--- src/ex_consts.svh ---
/*
 * Widths are fixed by the 32-bit instruction set and are not meant to be overridden.
 * EX_MULH_CYCLES must divide EX_XLEN evenly, since MULH takes one slice of B per cycle.
 */

`ifndef EX_CONSTS_SVH
`define EX_CONSTS_SVH

// Data word width
`define EX_XLEN 32

// Register file address width, covers integer and extra registers
`define EX_RF_AW 6

// Operation field width from decode
`define EX_OP_W 4

// Shift amount width, the low bits of operand B
`define EX_SHAMT_W 5

// Busy cycles of MULH after acceptance
`define EX_MULH_CYCLES 4

// Bits of operand B consumed per MULH cycle
`define EX_MULH_SLICE (`EX_XLEN / `EX_MULH_CYCLES)

`endif

--- src/ex_pkg.sv ---
/*
 * Shared types of the execute stage.
 * One operation field feeds both units, read through ex_op_u.
 */

`default_nettype none

`include "ex_consts.svh"

package ex_pkg;

  // Data word and register file address
  typedef logic [`EX_XLEN-1:0]  word_t;
  typedef logic [`EX_RF_AW-1:0] rf_addr_t;

  // ALU and branch operations, all 16 codes in use
  typedef enum logic [`EX_OP_W-1:0] {
    ALU_ADD  = 4'h0,
    ALU_SUB  = 4'h1,
    ALU_AND  = 4'h2,
    ALU_OR   = 4'h3,
    ALU_XOR  = 4'h4,
    ALU_SLL  = 4'h5,
    ALU_SRL  = 4'h6,
    ALU_SRA  = 4'h7,
    ALU_SLT  = 4'h8,
    ALU_SLTU = 4'h9,
    // Branch compares
    ALU_EQ   = 4'hA,
    ALU_NE   = 4'hB,
    ALU_LT   = 4'hC,
    ALU_GE   = 4'hD,
    ALU_LTU  = 4'hE,
    ALU_GEU  = 4'hF
  } alu_opcode_e;

  // Multiplier operations
  typedef enum logic [`EX_OP_W-1:0] {
    MUL_L = 4'h0,  // low word, single cycle
    MUL_H = 4'h1   // signed high word, iterative
  } mul_opcode_e;

  // Decode operation field, ALU view when alu_en_i, multiplier view when mult_en_i
  typedef union packed {
    alu_opcode_e alu;
    mul_opcode_e mul;
  } ex_op_u;

endpackage

`default_nettype wire

--- src/ex_alu.sv ---
/*
 * Purely combinational, results are valid in the cycle of the inputs.
 * Shifts use the low 5 bits of B; compares give 0 or 1 on result_o.
 */

`timescale 1ns/1ps
`default_nettype none

`include "ex_consts.svh"

module ex_alu (
  input  wire ex_pkg::alu_opcode_e op_i,
  input  wire ex_pkg::word_t       operand_a_i,
  input  wire ex_pkg::word_t       operand_b_i,
  output ex_pkg::word_t            result_o,
  output logic                     cmp_result_o
);

  // Reverse bit order, lets the right shifter also do left shifts
  function automatic ex_pkg::word_t bit_rev(input ex_pkg::word_t w);
    ex_pkg::word_t r;
    for (int i = 0; i < `EX_XLEN; i++) begin
      r[i] = w[`EX_XLEN-1-i];
    end
    return r;
  endfunction

  ////////////////////////////////////////////////////////////
  // Adder
  ////////////////////////////////////////////////////////////

  logic          is_sub;
  ex_pkg::word_t adder_b;
  ex_pkg::word_t adder_sum;

  // Subtract as A + ~B + 1
  assign is_sub    = (op_i == ex_pkg::ALU_SUB);
  assign adder_b   = is_sub ? ~operand_b_i : operand_b_i;
  assign adder_sum = operand_a_i + adder_b + ex_pkg::word_t'(is_sub);

  ////////////////////////////////////////////////////////////
  // Shifter
  ////////////////////////////////////////////////////////////

  logic                         shift_left;
  logic                         shift_arith;
  logic [`EX_SHAMT_W-1:0]       shamt;
  ex_pkg::word_t                shift_in;
  logic signed [`EX_XLEN:0]     shift_ext;
  ex_pkg::word_t                shift_right;

  assign shift_left  = (op_i == ex_pkg::ALU_SLL);
  assign shift_arith = (op_i == ex_pkg::ALU_SRA);
  assign shamt       = operand_b_i[`EX_SHAMT_W-1:0];

  // Left shift is a right shift of the reversed word
  assign shift_in    = shift_left ? bit_rev(operand_a_i) : operand_a_i;
  // Extra top bit carries the sign only for SRA
  assign shift_ext   = $signed({shift_arith & shift_in[`EX_XLEN-1], shift_in}) >>> shamt;
  assign shift_right = shift_ext[`EX_XLEN-1:0];

  ////////////////////////////////////////////////////////////
  // Comparator
  ////////////////////////////////////////////////////////////

  logic cmp_signed;
  logic is_equal;
  logic is_less;
  logic is_branch;
  logic cmp;

  assign cmp_signed = (op_i == ex_pkg::ALU_SLT) || (op_i == ex_pkg::ALU_LT) ||
                      (op_i == ex_pkg::ALU_GE);
  assign is_equal   = (operand_a_i == operand_b_i);
  assign is_less    = cmp_signed ? ($signed(operand_a_i) < $signed(operand_b_i))
                                 : (operand_a_i < operand_b_i);

  // Branch codes sit in the upper block of the encoding
  assign is_branch  = (op_i >= ex_pkg::ALU_EQ);

  always_comb begin
    unique case (op_i)
      ex_pkg::ALU_EQ:                   cmp = is_equal;
      ex_pkg::ALU_NE:                   cmp = ~is_equal;
      ex_pkg::ALU_GE, ex_pkg::ALU_GEU:  cmp = ~is_less;
      // SLT, SLTU, LT, LTU
      default:                          cmp = is_less;
    endcase
  end

  assign cmp_result_o = is_branch & cmp;

  // Result select
  always_comb begin
    unique case (op_i)
      ex_pkg::ALU_ADD, ex_pkg::ALU_SUB: result_o = adder_sum;
      ex_pkg::ALU_AND:                  result_o = operand_a_i & operand_b_i;
      ex_pkg::ALU_OR:                   result_o = operand_a_i | operand_b_i;
      ex_pkg::ALU_XOR:                  result_o = operand_a_i ^ operand_b_i;
      ex_pkg::ALU_SLL:                  result_o = bit_rev(shift_right);
      ex_pkg::ALU_SRL, ex_pkg::ALU_SRA: result_o = shift_right;
      // Set-less-than and branch compares
      default:                          result_o = ex_pkg::word_t'(cmp);
    endcase
  end

endmodule

`default_nettype wire

--- src/ex_mult.sv ---
/*
 * MUL is combinational; MULH is signed x signed and is busy for EX_MULH_CYCLES cycles.
 * The MULH result is held with ready_o high until ex_ready_i is seen.
 */

`timescale 1ns/1ps
`default_nettype none

`include "ex_consts.svh"

module ex_mult (
  input  wire logic                clk,
  input  wire logic                rst_n,
  input  wire logic                enable_i,
  input  wire ex_pkg::mul_opcode_e op_i,
  input  wire ex_pkg::word_t       operand_a_i,
  input  wire ex_pkg::word_t       operand_b_i,
  input  wire logic                ex_ready_i,
  output ex_pkg::word_t            result_o,
  output logic                     ready_o,
  output logic                     multicycle_o
);

  localparam int unsigned CNT_W = $clog2(`EX_MULH_CYCLES);
  localparam logic [CNT_W-1:0] CNT_LAST = CNT_W'(`EX_MULH_CYCLES - 1);

  typedef enum logic [1:0] {
    MULT_IDLE,
    MULT_BUSY,
    MULT_DONE
  } mult_state_e;

  mult_state_e                   state_q, state_d;
  logic [CNT_W-1:0]              cnt_q;
  logic                          mulh_start;

  // Operand and accumulator payload
  ex_pkg::word_t                 op_a_q;
  ex_pkg::word_t                 op_b_q;
  logic signed [2*`EX_XLEN-1:0]  acc_q;

  logic [`EX_MULH_SLICE-1:0]     slice;
  logic signed [`EX_MULH_SLICE:0] slice_ext;
  logic signed [2*`EX_XLEN-1:0]  pp;
  logic [2*`EX_XLEN-1:0]         mul_full;

  ////////////////////////////////////////////////////////////
  // Single-cycle MUL
  ////////////////////////////////////////////////////////////

  // Low word is the same for signed and unsigned operands
  assign mul_full = operand_a_i * operand_b_i;

  ////////////////////////////////////////////////////////////
  // Iterative MULH
  ////////////////////////////////////////////////////////////

  assign mulh_start = enable_i && (op_i == ex_pkg::MUL_H) && (state_q == MULT_IDLE);

  // One slice of B per busy cycle starting at the LSB
  assign slice     = op_b_q[cnt_q*`EX_MULH_SLICE +: `EX_MULH_SLICE];
  // Only the top slice carries the sign of B
  assign slice_ext = $signed({(cnt_q == CNT_LAST) & slice[`EX_MULH_SLICE-1], slice});
  assign pp        = ($signed(op_a_q) * slice_ext) <<< (cnt_q * `EX_MULH_SLICE);

  always_comb begin
    state_d = state_q;
    unique case (state_q)
      MULT_IDLE: if (mulh_start) state_d = MULT_BUSY;
      MULT_BUSY: if (cnt_q == CNT_LAST) state_d = MULT_DONE;
      // Hold result until the stage moves on
      MULT_DONE: if (ex_ready_i) state_d = MULT_IDLE;
      default:   state_d = MULT_IDLE;
    endcase
  end

  always_ff @(posedge clk or negedge rst_n) begin
    if (!rst_n) begin
      state_q <= MULT_IDLE;
      cnt_q   <= '0;
    end else begin
      state_q <= state_d;
      if (state_q == MULT_BUSY) begin
        cnt_q <= cnt_q + 1'b1;
      end else begin
        cnt_q <= '0;
      end
    end
  end

  // Capture on accept and accumulate while busy
  always_ff @(posedge clk) begin
    if (mulh_start) begin
      op_a_q <= operand_a_i;
      op_b_q <= operand_b_i;
      acc_q  <= '0;
    end else if (state_q == MULT_BUSY) begin
      acc_q  <= acc_q + pp;
    end
  end

  // Accept cycle and busy cycles stall the stage
  assign ready_o      = !(mulh_start || (state_q == MULT_BUSY));
  assign multicycle_o = (state_q == MULT_BUSY);
  assign result_o     = (state_q == MULT_DONE) ? acc_q[2*`EX_XLEN-1:`EX_XLEN]
                                               : mul_full[`EX_XLEN-1:0];

  ////////////////////////////////////////////////////////////
  // Assertions
  ////////////////////////////////////////////////////////////

  // Accepted MULH is busy for exactly EX_MULH_CYCLES and ready with the result after that
  a_mulh_latency: assert property (@(posedge clk) disable iff (!rst_n)
    mulh_start |=> (!ready_o && multicycle_o) [*`EX_MULH_CYCLES] ##1 ready_o)
    else $error("MULH busy window has wrong length");

  // Stalled decode keeps presenting the captured operands while busy
  a_mulh_operands: assert property (@(posedge clk) disable iff (!rst_n)
    (state_q == MULT_BUSY) |-> ((operand_a_i == op_a_q) && (operand_b_i == op_b_q)))
    else $error("MULH operands changed while busy");

endmodule

`default_nettype wire

--- src/ex_stage.sv ---
/*
 * Reduced execute stage: ALU, multiplier, CSR select and EX/WB load register.
 * Forwarding data priority is CSR, then multiplier, then ALU.
 */

`timescale 1ns/1ps
`default_nettype none

`include "ex_consts.svh"

module ex_stage (
  input  wire logic             clk,
  input  wire logic             rst_n,

  // Unit enables from decode
  input  wire logic             alu_en_i,
  input  wire logic             mult_en_i,
  input  wire logic             csr_access_i,
  input  wire logic             lsu_en_i,
  input  wire ex_pkg::ex_op_u   op_i,

  // Operands, shared by ALU and multiplier
  input  wire ex_pkg::word_t    operand_a_i,
  input  wire ex_pkg::word_t    operand_b_i,
  input  wire ex_pkg::word_t    operand_c_i,
  input  wire ex_pkg::word_t    csr_rdata_i,
  input  wire ex_pkg::word_t    lsu_rdata_i,

  // Forwarding write port request
  input  wire logic             regfile_alu_we_i,
  input  wire ex_pkg::rf_addr_t regfile_alu_waddr_i,

  // Load write port request, passed to WB
  input  wire logic             regfile_we_i,
  input  wire ex_pkg::rf_addr_t regfile_waddr_i,

  // Stall control
  input  wire logic             lsu_ready_ex_i,
  input  wire logic             lsu_err_i,
  input  wire logic             branch_in_ex_i,
  input  wire logic             wb_ready_i,

  // Forwarding port to ID and register file
  output logic                  regfile_alu_we_fw_o,
  output ex_pkg::rf_addr_t      regfile_alu_waddr_fw_o,
  output ex_pkg::word_t         regfile_alu_wdata_fw_o,

  // Load write-back port
  output logic                  regfile_we_wb_o,
  output ex_pkg::rf_addr_t      regfile_waddr_wb_o,
  output ex_pkg::word_t         regfile_wdata_wb_o,

  // Branch outcome to IF
  output ex_pkg::word_t         jump_target_o,
  output logic                  branch_decision_o,

  // Handshake
  output logic                  ex_ready_o,
  output logic                  ex_valid_o,
  output logic                  mult_multicycle_o
);

  ex_pkg::word_t    alu_result;
  logic             alu_cmp_result;
  ex_pkg::word_t    mult_result;
  logic             mult_ready;
  logic             wb_we;
  ex_pkg::rf_addr_t wb_waddr;
  logic             units_ready;

  ////////////////////////////////////////////////////////////
  // Arithmetic units
  ////////////////////////////////////////////////////////////

  // Same operation field, decoded per unit
  ex_alu u_alu (
    .op_i         (op_i.alu),
    .operand_a_i  (operand_a_i),
    .operand_b_i  (operand_b_i),
    .result_o     (alu_result),
    .cmp_result_o (alu_cmp_result)
  );

  ex_mult u_mult (
    .clk          (clk),
    .rst_n        (rst_n),
    .enable_i     (mult_en_i),
    .op_i         (op_i.mul),
    .operand_a_i  (operand_a_i),
    .operand_b_i  (operand_b_i),
    .ex_ready_i   (ex_ready_o),
    .result_o     (mult_result),
    .ready_o      (mult_ready),
    .multicycle_o (mult_multicycle_o)
  );

  ////////////////////////////////////////////////////////////
  // Write ports
  ////////////////////////////////////////////////////////////

  // Forwarding port, enable and address straight from decode
  assign regfile_alu_we_fw_o    = regfile_alu_we_i;
  assign regfile_alu_waddr_fw_o = regfile_alu_waddr_i;

  always_comb begin
    if (csr_access_i) begin
      regfile_alu_wdata_fw_o = csr_rdata_i;
    end else if (mult_en_i) begin
      regfile_alu_wdata_fw_o = mult_result;
    end else begin
      regfile_alu_wdata_fw_o = alu_result;
    end
  end

  // Load port, data arrives live from the LSU one cycle after EX
  ex_wb_reg u_wb_reg (
    .clk             (clk),
    .rst_n           (rst_n),
    .ex_valid_i      (ex_valid_o),
    .wb_ready_i      (wb_ready_i),
    .regfile_we_i    (regfile_we_i),
    .regfile_waddr_i (regfile_waddr_i),
    .lsu_err_i       (lsu_err_i),
    .we_o            (wb_we),
    .waddr_o         (wb_waddr)
  );

  assign regfile_we_wb_o    = wb_we;
  assign regfile_waddr_wb_o = wb_waddr;
  assign regfile_wdata_wb_o = lsu_rdata_i;

  // Branch target is computed in ID and passed on operand C
  assign branch_decision_o = alu_cmp_result;
  assign jump_target_o     = operand_c_i;

  ////////////////////////////////////////////////////////////
  // Handshake
  ////////////////////////////////////////////////////////////

  assign units_ready = mult_ready & lsu_ready_ex_i & wb_ready_i;

  // Branches finish in EX, so they never wait on WB
  assign ex_ready_o = units_ready | branch_in_ex_i;
  // Valid goes forward without looking at ex_ready_o
  assign ex_valid_o = (alu_en_i | mult_en_i | csr_access_i | lsu_en_i) & units_ready;

endmodule

`default_nettype wire

--- src/ex_wb_reg.sv ---
/*
 * Holds the pending load write-back; a load error squashes the write.
 * Contents hold while wb_ready_i is low.
 */

`timescale 1ns/1ps
`default_nettype none

`include "ex_consts.svh"

module ex_wb_reg (
  input  wire logic             clk,
  input  wire logic             rst_n,
  input  wire logic             ex_valid_i,
  input  wire logic             wb_ready_i,
  input  wire logic             regfile_we_i,
  input  wire ex_pkg::rf_addr_t regfile_waddr_i,
  input  wire logic             lsu_err_i,
  output logic                  we_o,
  output ex_pkg::rf_addr_t      waddr_o
);

  logic load_we;

  // Write only loads that completed without error
  assign load_we = regfile_we_i & ~lsu_err_i;

  always_ff @(posedge clk or negedge rst_n) begin
    if (!rst_n) begin
      we_o <= 1'b0;
    end else if (ex_valid_i) begin
      we_o <= load_we;
    end else if (wb_ready_i) begin
      // Nothing new for WB, flush the old write
      we_o <= 1'b0;
    end
  end

  // Address is only meaningful with the enable
  always_ff @(posedge clk) begin
    if (ex_valid_i && load_we) begin
      waddr_o <= regfile_waddr_i;
    end
  end

  // Stage never reports valid into a stalled WB
  a_valid_needs_wb_ready: assert property (@(posedge clk) disable iff (!rst_n)
    ex_valid_i |-> wb_ready_i)
    else $error("EX valid while WB is not ready");

endmodule

`default_nettype wire

--- config.mk ---
export PLATFORM = sky130hd
export DESIGN_NAME = ex_stage
export DESIGN_NICKNAME = d
export VERILOG_FILES = /design/src/ex_pkg.sv /design/src/ex_alu.sv /design/src/ex_mult.sv /design/src/ex_stage.sv /design/src/ex_wb_reg.sv
export VERILOG_INCLUDE_DIRS = /design/src
export SDC_FILE = /design/constraint.sdc
export NUM_CORES = 2
export LEC_CHECK = 0
export ABC_CLOCK_PERIOD_IN_PS = 10700
export BUFFER_PORTS_ARGS = -buffer_cell sky130_fd_sc_hd__buf_2
export CAP_MARGIN = 20
export CELL_PAD_IN_SITES_DETAIL_PLACEMENT = 1
export CELL_PAD_IN_SITES_GLOBAL_PLACEMENT = 1
export CORE_MARGIN = 2
export CORE_UTILIZATION = 44
export DETAILED_ROUTE_END_ITERATION = 16
export PLACE_DENSITY_LB_ADDON = 0.3
export SYNTH_ARGS = -nofsm -noshare
export SYNTH_HDL_FRONTEND = slang
export SYNTH_HIERARCHICAL = 1
export SYNTH_SLANG_ARGS = --single-unit
export TNS_END_PERCENT = 5
--- constraint.sdc ---
create_clock -name clk -period 10.7 [get_ports clk]
set_input_delay 2.14 -clock clk [delete_from_list [all_inputs] [get_ports clk]]
set_output_delay 2.14 -clock clk [all_outputs]
set_load 0.005 [all_outputs]
Word-level counts from Yosys, hierarchy flattened

Cells that the tools add are included.

Logic and storage cells: 86
Bits in registers: 139
Bits of input ports: 188

Bitwise gates (word level): 18
$lt $le $gt $ge: 3
Shifts and indexed selects: 3
Add/sub/neg operators: 4
Multipliers: 2
Muxes and demuxes: 15
Equality and inequality tests: 20
Reductions and logical operators: 14

Operators with widths:

| kind                                                                  | number |
|---|---|
| 32-bit one-hot mux with 6 select lines                                | 1 |
| 32-bit two-way mux                                                    | 5 |
| 64-bit adder                                                          | 1 |
| 32-bit < comparator                                                   | 2 |
| 64-bit by 5-bit <<< shifter with 64-bit output                        | 1 |
| 32-bit by 9-bit multiplier with 41-bit output                         | 1 |
| 33-bit by 5-bit >>> shifter with 32-bit output                        | 1 |
| 32-bit by 1-bit adder with 32-bit output                              | 1 |
| 32-bit adder                                                          | 1 |
| 32-bit AND                                                            | 1 |
| 32-bit equality test                                                  | 1 |
| 32-bit by 32-bit multiplier with 32-bit output                        | 1 |
| 32-bit NOT                                                            | 1 |
| 32-bit OR                                                             | 1 |
| 32-bit by 6-bit variable part select with 8-bit output                | 1 |
| 32-bit XOR                                                            | 1 |
| 4-bit equality test, second input constant                            | 6 |
| 4-bit by 3-bit equality test with 1-bit output, second input constant | 4 |
| 4-bit by 2-bit equality test with 1-bit output, second input constant | 2 |
| 2-bit two-way mux                                                     | 4 |
| 1-bit AND                                                             | 7 |
| 2-bit one-hot mux with 3 select lines                                 | 1 |
| 2-bit OR reduction                                                    | 3 |
| 2-bit equality test, second input constant                            | 2 |
| 17 further kinds                                                      | 29 |

Longest topological paths before layout

Word-level depth: 10
Gate-level depth with buffers: 38
Mapped depth without buffers: 34

Modules after synthesis

The synthesis kept the hierarchy.

Modules (own cells, without submodules):

| module    | times used | seq. area each (um^2) | cells each | area each (um^2) |
|---|---|---|---|---|
| ex_mult   | 1          | 3303.2                | 3949       | 34359.2 |
| ex_alu    | 1          | 0.0                   | 975        | 7243.2 |
| ex_stage  | 1          | 0.0                   | 182        | 1256.2 |
| ex_wb_reg | 1          | 205.2                 | 10         | 225.2 |

Least setup slack after synthesis

No wires, ideal clock.

Path kind: input -> output
Start: input operand_b_i[3]
End: output regfile_alu_wdata_fw_o[30]
Stages on the path: 29
Arrival time: 9276 ps
Slack: -716 ps
Cell sequence: clkbuf_1 clkbuf_1 nand2_1 fa_1 inv_1 fa_1 inv_1 fa_1 inv_1 fa_1 fa_1 inv_1 fa_1 fa_1 fa_1 inv_1 ha_1 a21o_1 a21oi_1 o21bai_1 o21ai_0 nor2_1 a2111oi_0 o21ai_0 a31oi_1 xor2_1 o21ai_0 mux2i_1 o21ai_0

RTL lines:

| item                                           | RTL line        | text |
|---|---|---|
| from (decl)                                    | ex_stage.sv:24  | `input wire ex_pkg::word_t operand_b_i,` |
| 32-bit by 32-bit multiplier with 32-bit output | ex_mult.sv:52   | `assign mul_full = operand_a_i * operand_b_i;` |
| 32-bit two-way mux                             | ex_mult.sv:105  | `` assign result_o = (state_q == MULT_DONE) ? acc_q[2*`EX_XLEN-1:`EX_XLEN] `` |
| named net mult_result[30]                      | ex_stage.sv:65  | `ex_pkg::word_t mult_result;` |
| 32-bit two-way mux                             | ex_stage.sv:108 | `end else if (mult_en_i) begin` |
| 32-bit two-way mux                             | ex_stage.sv:106 | `if (csr_access_i) begin` |
| to (decl)                                      | ex_stage.sv:46  | `output ex_pkg::word_t regfile_alu_wdata_fw_o,` |

The timed path passes the listed nets, and every way through them passes these cells.

Worst setup path in the final report

Start: input operand_a_i[10]
End: output regfile_alu_wdata_fw_o[28]

RTL lines:

| item                                           | RTL line        | text |
|---|---|---|
| from (decl)                                    | ex_stage.sv:23  | `input wire ex_pkg::word_t operand_a_i,` |
| 32-bit by 32-bit multiplier with 32-bit output | ex_mult.sv:52   |  |
| 32-bit two-way mux                             | ex_mult.sv:105  |  |
| named net mult_result[28]                      | ex_stage.sv:65  |  |
| 32-bit two-way mux                             | ex_stage.sv:108 |  |
| 32-bit two-way mux                             | ex_stage.sv:106 |  |

The timed path passes the listed nets, and every way through them passes these cells.

==> results.md <==
- Number of pins with negative max-slew slack in the final report: 0
- Most frequent cells after synthesis: nand2_1 (771), inv_1 (765), fa_1 (642)
- Fraction of final layout cells with drive strength greater than 1: 14.2%
- Synthesized-area fraction occupied by ao, oa, aoi and oai cells: 12.6%
- Fin crit share: 108%
- Gp weighted congestion: 0.978
- Element type at the critical path start: input port
- Register bit count reported by yosys: 139
- RSZ-0062 raised after global routing: true
- Outcome: finished, violations left
- Starting density of the core: 44.5%
- Maximum number of pins on one net before global-route repair: 98
- Netlist Area Pre-Place: 0.0431 sq mm
- Global-route wire length before repair: 254,000 um
- Count of TritonRoute iterations in the first routing pass: 5
- Overall Global Routing Usage: 33.8%
- Post-synthesis mux area share: 5.44%
- Dominant cell type by area after synthesis: fa_1
- Final cell count without fillers: 6,668
- Die Ht: 317 um
- Synth cell types: 106
- Root Buffer Master: clkbuf_16
- Tightest Pin Transition: 1.06 ns
- Main synth FF type: edfxtp_1
- Total number of nets in the final design: 6,608
- R2R setup slack: 0.40 ns
- Post-Syn Area per Cell: 8.42 sq um
- Number of hold violations in the final report: 0
- Top-level I/O count: 302
- Number of antenna violations at the first check in global routing: 7
- Clock Tree Buf Depth: 2
- Violations in the final reports: setup timing
- Total via count after detailed routing: 38,800
- Mapped Nets: 6,349
- Gate family responsible for the most delay along the worst path: adder cells
- Synth-to-layout area growth: 12.2%
- Placeable core region: 0.0969 sq mm
- Number of CTS-inserted buffers: 17
- Number of nets with antenna violations after routing: 0
- Most frequent cell after synthesis: nand2_1
- Per-cell via count in the routed design: 5.81
- Total instance count after detailed placement: 6,626
- Number of core rows: 114
- Xor/xnor cell area share of the yosys netlist: 4.67%
- Setup Viol. Count Final: 18
- Ys async rst share: 3.60%
- Area share of the largest cell type after synthesis: 29.8%
- Simple-gate portion of the synthesized area: 17.3%
- Fmax achieved: 0.0868 GHz
- Register clock-pin slew on the reported worst setup and hold paths: 0.06 ns
- Tmin final: 11.52 ns
- Post-placement cell area: 0.0472 sq mm
- Sequential cell area fraction in the yosys report: 8.14%
- Port Buf Inserts: 159
- Clock insertion delay at the later pin of the skew report: 0.51 ns
- DR DRC count: 0
- Number of global-route vias before repair: 41,700
- Critical path data arrival time: 9.38 ns
- Most common cell on crit path: fa_1
- Final non-filler cell area: 0.0483 sq mm
- Setup slack after layout: -0.815 ns
- Number of DRC markers after the initial detailed-route iteration: 2,913
- CTS tree: built
- Total Die Area: 0.100 sq mm
- Quantity of hold-fixing buffers added after cts: 0
- Post-Route WL: 169,000 um
- Number of warning messages in the yosys log: 6
- Post-DP HPWL: 140,000 um
- Dominant combinational cell family by area after synthesis: adder cells
- Clock Sink Count: 139
- EDFF count, synth: 70
- Biggest fanout along the worst timing path: 7
- Worst hold slack: 0.466 ns
- Biggest cell delay along the critical path: 0.56 ns
- Critical-path cell with the highest stage delay: fa_2
- Crit path buf inv count: 8
- Required time at the worst-slack endpoint: 8.56 ns
- Post-Synth Adder-Cell Area: 41.5%
- Endpoint type of the worst setup path: output port
- Die boundary width: 317 um
- Hold/Removal Path Class: reg2reg
- Max-cap violation count: 0
- Max H-tree Level: 4
- Average wire per standard cell: 25.4 um
- Worst setup path class: in2out
- Worst relative slew slack: 29.0%
- Worst clock skew on the final layout: 0.0139 ns
- Cells after synthesis: 5,116
- Cell types occupying the most area after synthesis: fa_1 (30%), ha_1 (12%), nand2_1 (6.7%), inv_1 (6.7%), edfxtp_1 (4.9%)
- Total congestion overflow: 0
[placed cells by master (no fill, tap or decap), types with 44 or more instances in the layout]
master,Yosys,routed
fa_1,642,634
a21o_1,63,63
xor2_1,70,65
xnor2_1,158,156
edfxtp_1,70,70
buf_2,17,141
o21ai_0,217,203
mux2i_1,128,126
o21ai_1,39,47
ha_1,403,397
and2_1,309,309
nor2_1,207,203
buf_4,74,367
mux4_2,44,44
dfxtp_1,64,64
nand2_1,771,764
nand3_1,86,85
a21oi_1,215,203
inv_1,765,759
[through the flow]
| stage | setup slack (ns) | util [%] | setup TNS, ns |
|---|---|---|---|
| 6_report | -0.815 | 49.9 | -8.23 |
| 5_1_grt | -1.00 | 49.9 | -12.77 |
| 4_1_cts | -0.750 | 49.7 | -7.76 |
| 3_5_place_dp | -1.22 | 48.8 | -15.59 |
| 3_3_place_gp | -1.08 | 48.8 | -13.05 |
| 2_1_floorplan | -0.0102 | - | -0.0102 |
[worst reg2reg max path: cells and delay by family (launching register included)]
kind / cells / cell delay, ns
mux: 3 / 1.09
xor+xnor: 1 / 0.30
flops: 1 / 0.55
compound gates: 11 / 2.78
buf+inv: 6 / 1.20
simple gates: 6 / 1.45
fa+ha+maj: 7 / 2.80
[worst paths after layout]
path,startpoint,to,cells after the start
setup / recovery,operand_a_i[10],regfile_alu_wdata_fw_o[28],30
hold / removal,u_mult/acc_q[10]$_SDFFE_PP0P_,u_mult/acc_q[10]$_SDFFE_PP0P_,2
setup reg to reg,u_mult/cnt_q[0]$_DFF_PN0_,u_mult/acc_q[63]$_SDFFE_PP0P_,34
hold reg to reg,u_mult/acc_q[10]$_SDFFE_PP0P_,u_mult/acc_q[10]$_SDFFE_PP0P_,2
max in group asynchronous,rst_n,u_mult/cnt_q[0]$_DFF_PN0_,1
min in group asynchronous,rst_n,u_wb_reg/we_o$_DFFE_PN0P_,1
[flip-flops by register name (all words and copies together), names as in the netlist]
name	cells
u_mult/state_q	2
u_wb_reg/waddr_o	6
u_mult/op_a_q	32
u_mult/op_b_q	32
u_wb_reg/we_o	1
u_mult/acc_q	64
u_mult/cnt_q	2
[logic make-up after synthesis]
logic type	count (synthesis)
simple gates	1588
buf+inv	1094
mux	178
fa+ha+maj	1045
flops	139
compound gates	843
xor+xnor	229
[per-layer routing]
layer / part of all wire (%) / vias to the layer above / track usage, %
met5: 0.0065 / - / 0
met4: 5.8 / 2 / 17.7
met3: 5.3 / 383 / 3.61
met2: 48 / 1373 / 56.8
met1: 41 / 19900 / 42.9
li1: - / 17100 / -
[final cells by class]
| type | instances | area (sq um) |
|---|---|---|
| clock buffers | 19 | 433 |
| well taps | 1276 | 1600 |
| flip-flops and latches | 139 | 3510 |
| clock inverters | 13 | 104 |
| inverters | 768 | 2880 |
| repair buffers | 566 | 4330 |
| multi-input cells | 3883 | 35500 |
| diodes | 4 | 10.0 |
| fillers | 11600 | 48500 |
[repair_timing]
item                                    4_1_cts  5_1_grt
endpoints found under the setup margin       19       26
setup buffers                                 2        4
pin swaps                                    33       19
resized for setup                           110       31
Power is left out: the tool's default activity adds up to more than one toggle a clock period on the data nets, which glitch-free logic cannot reach.
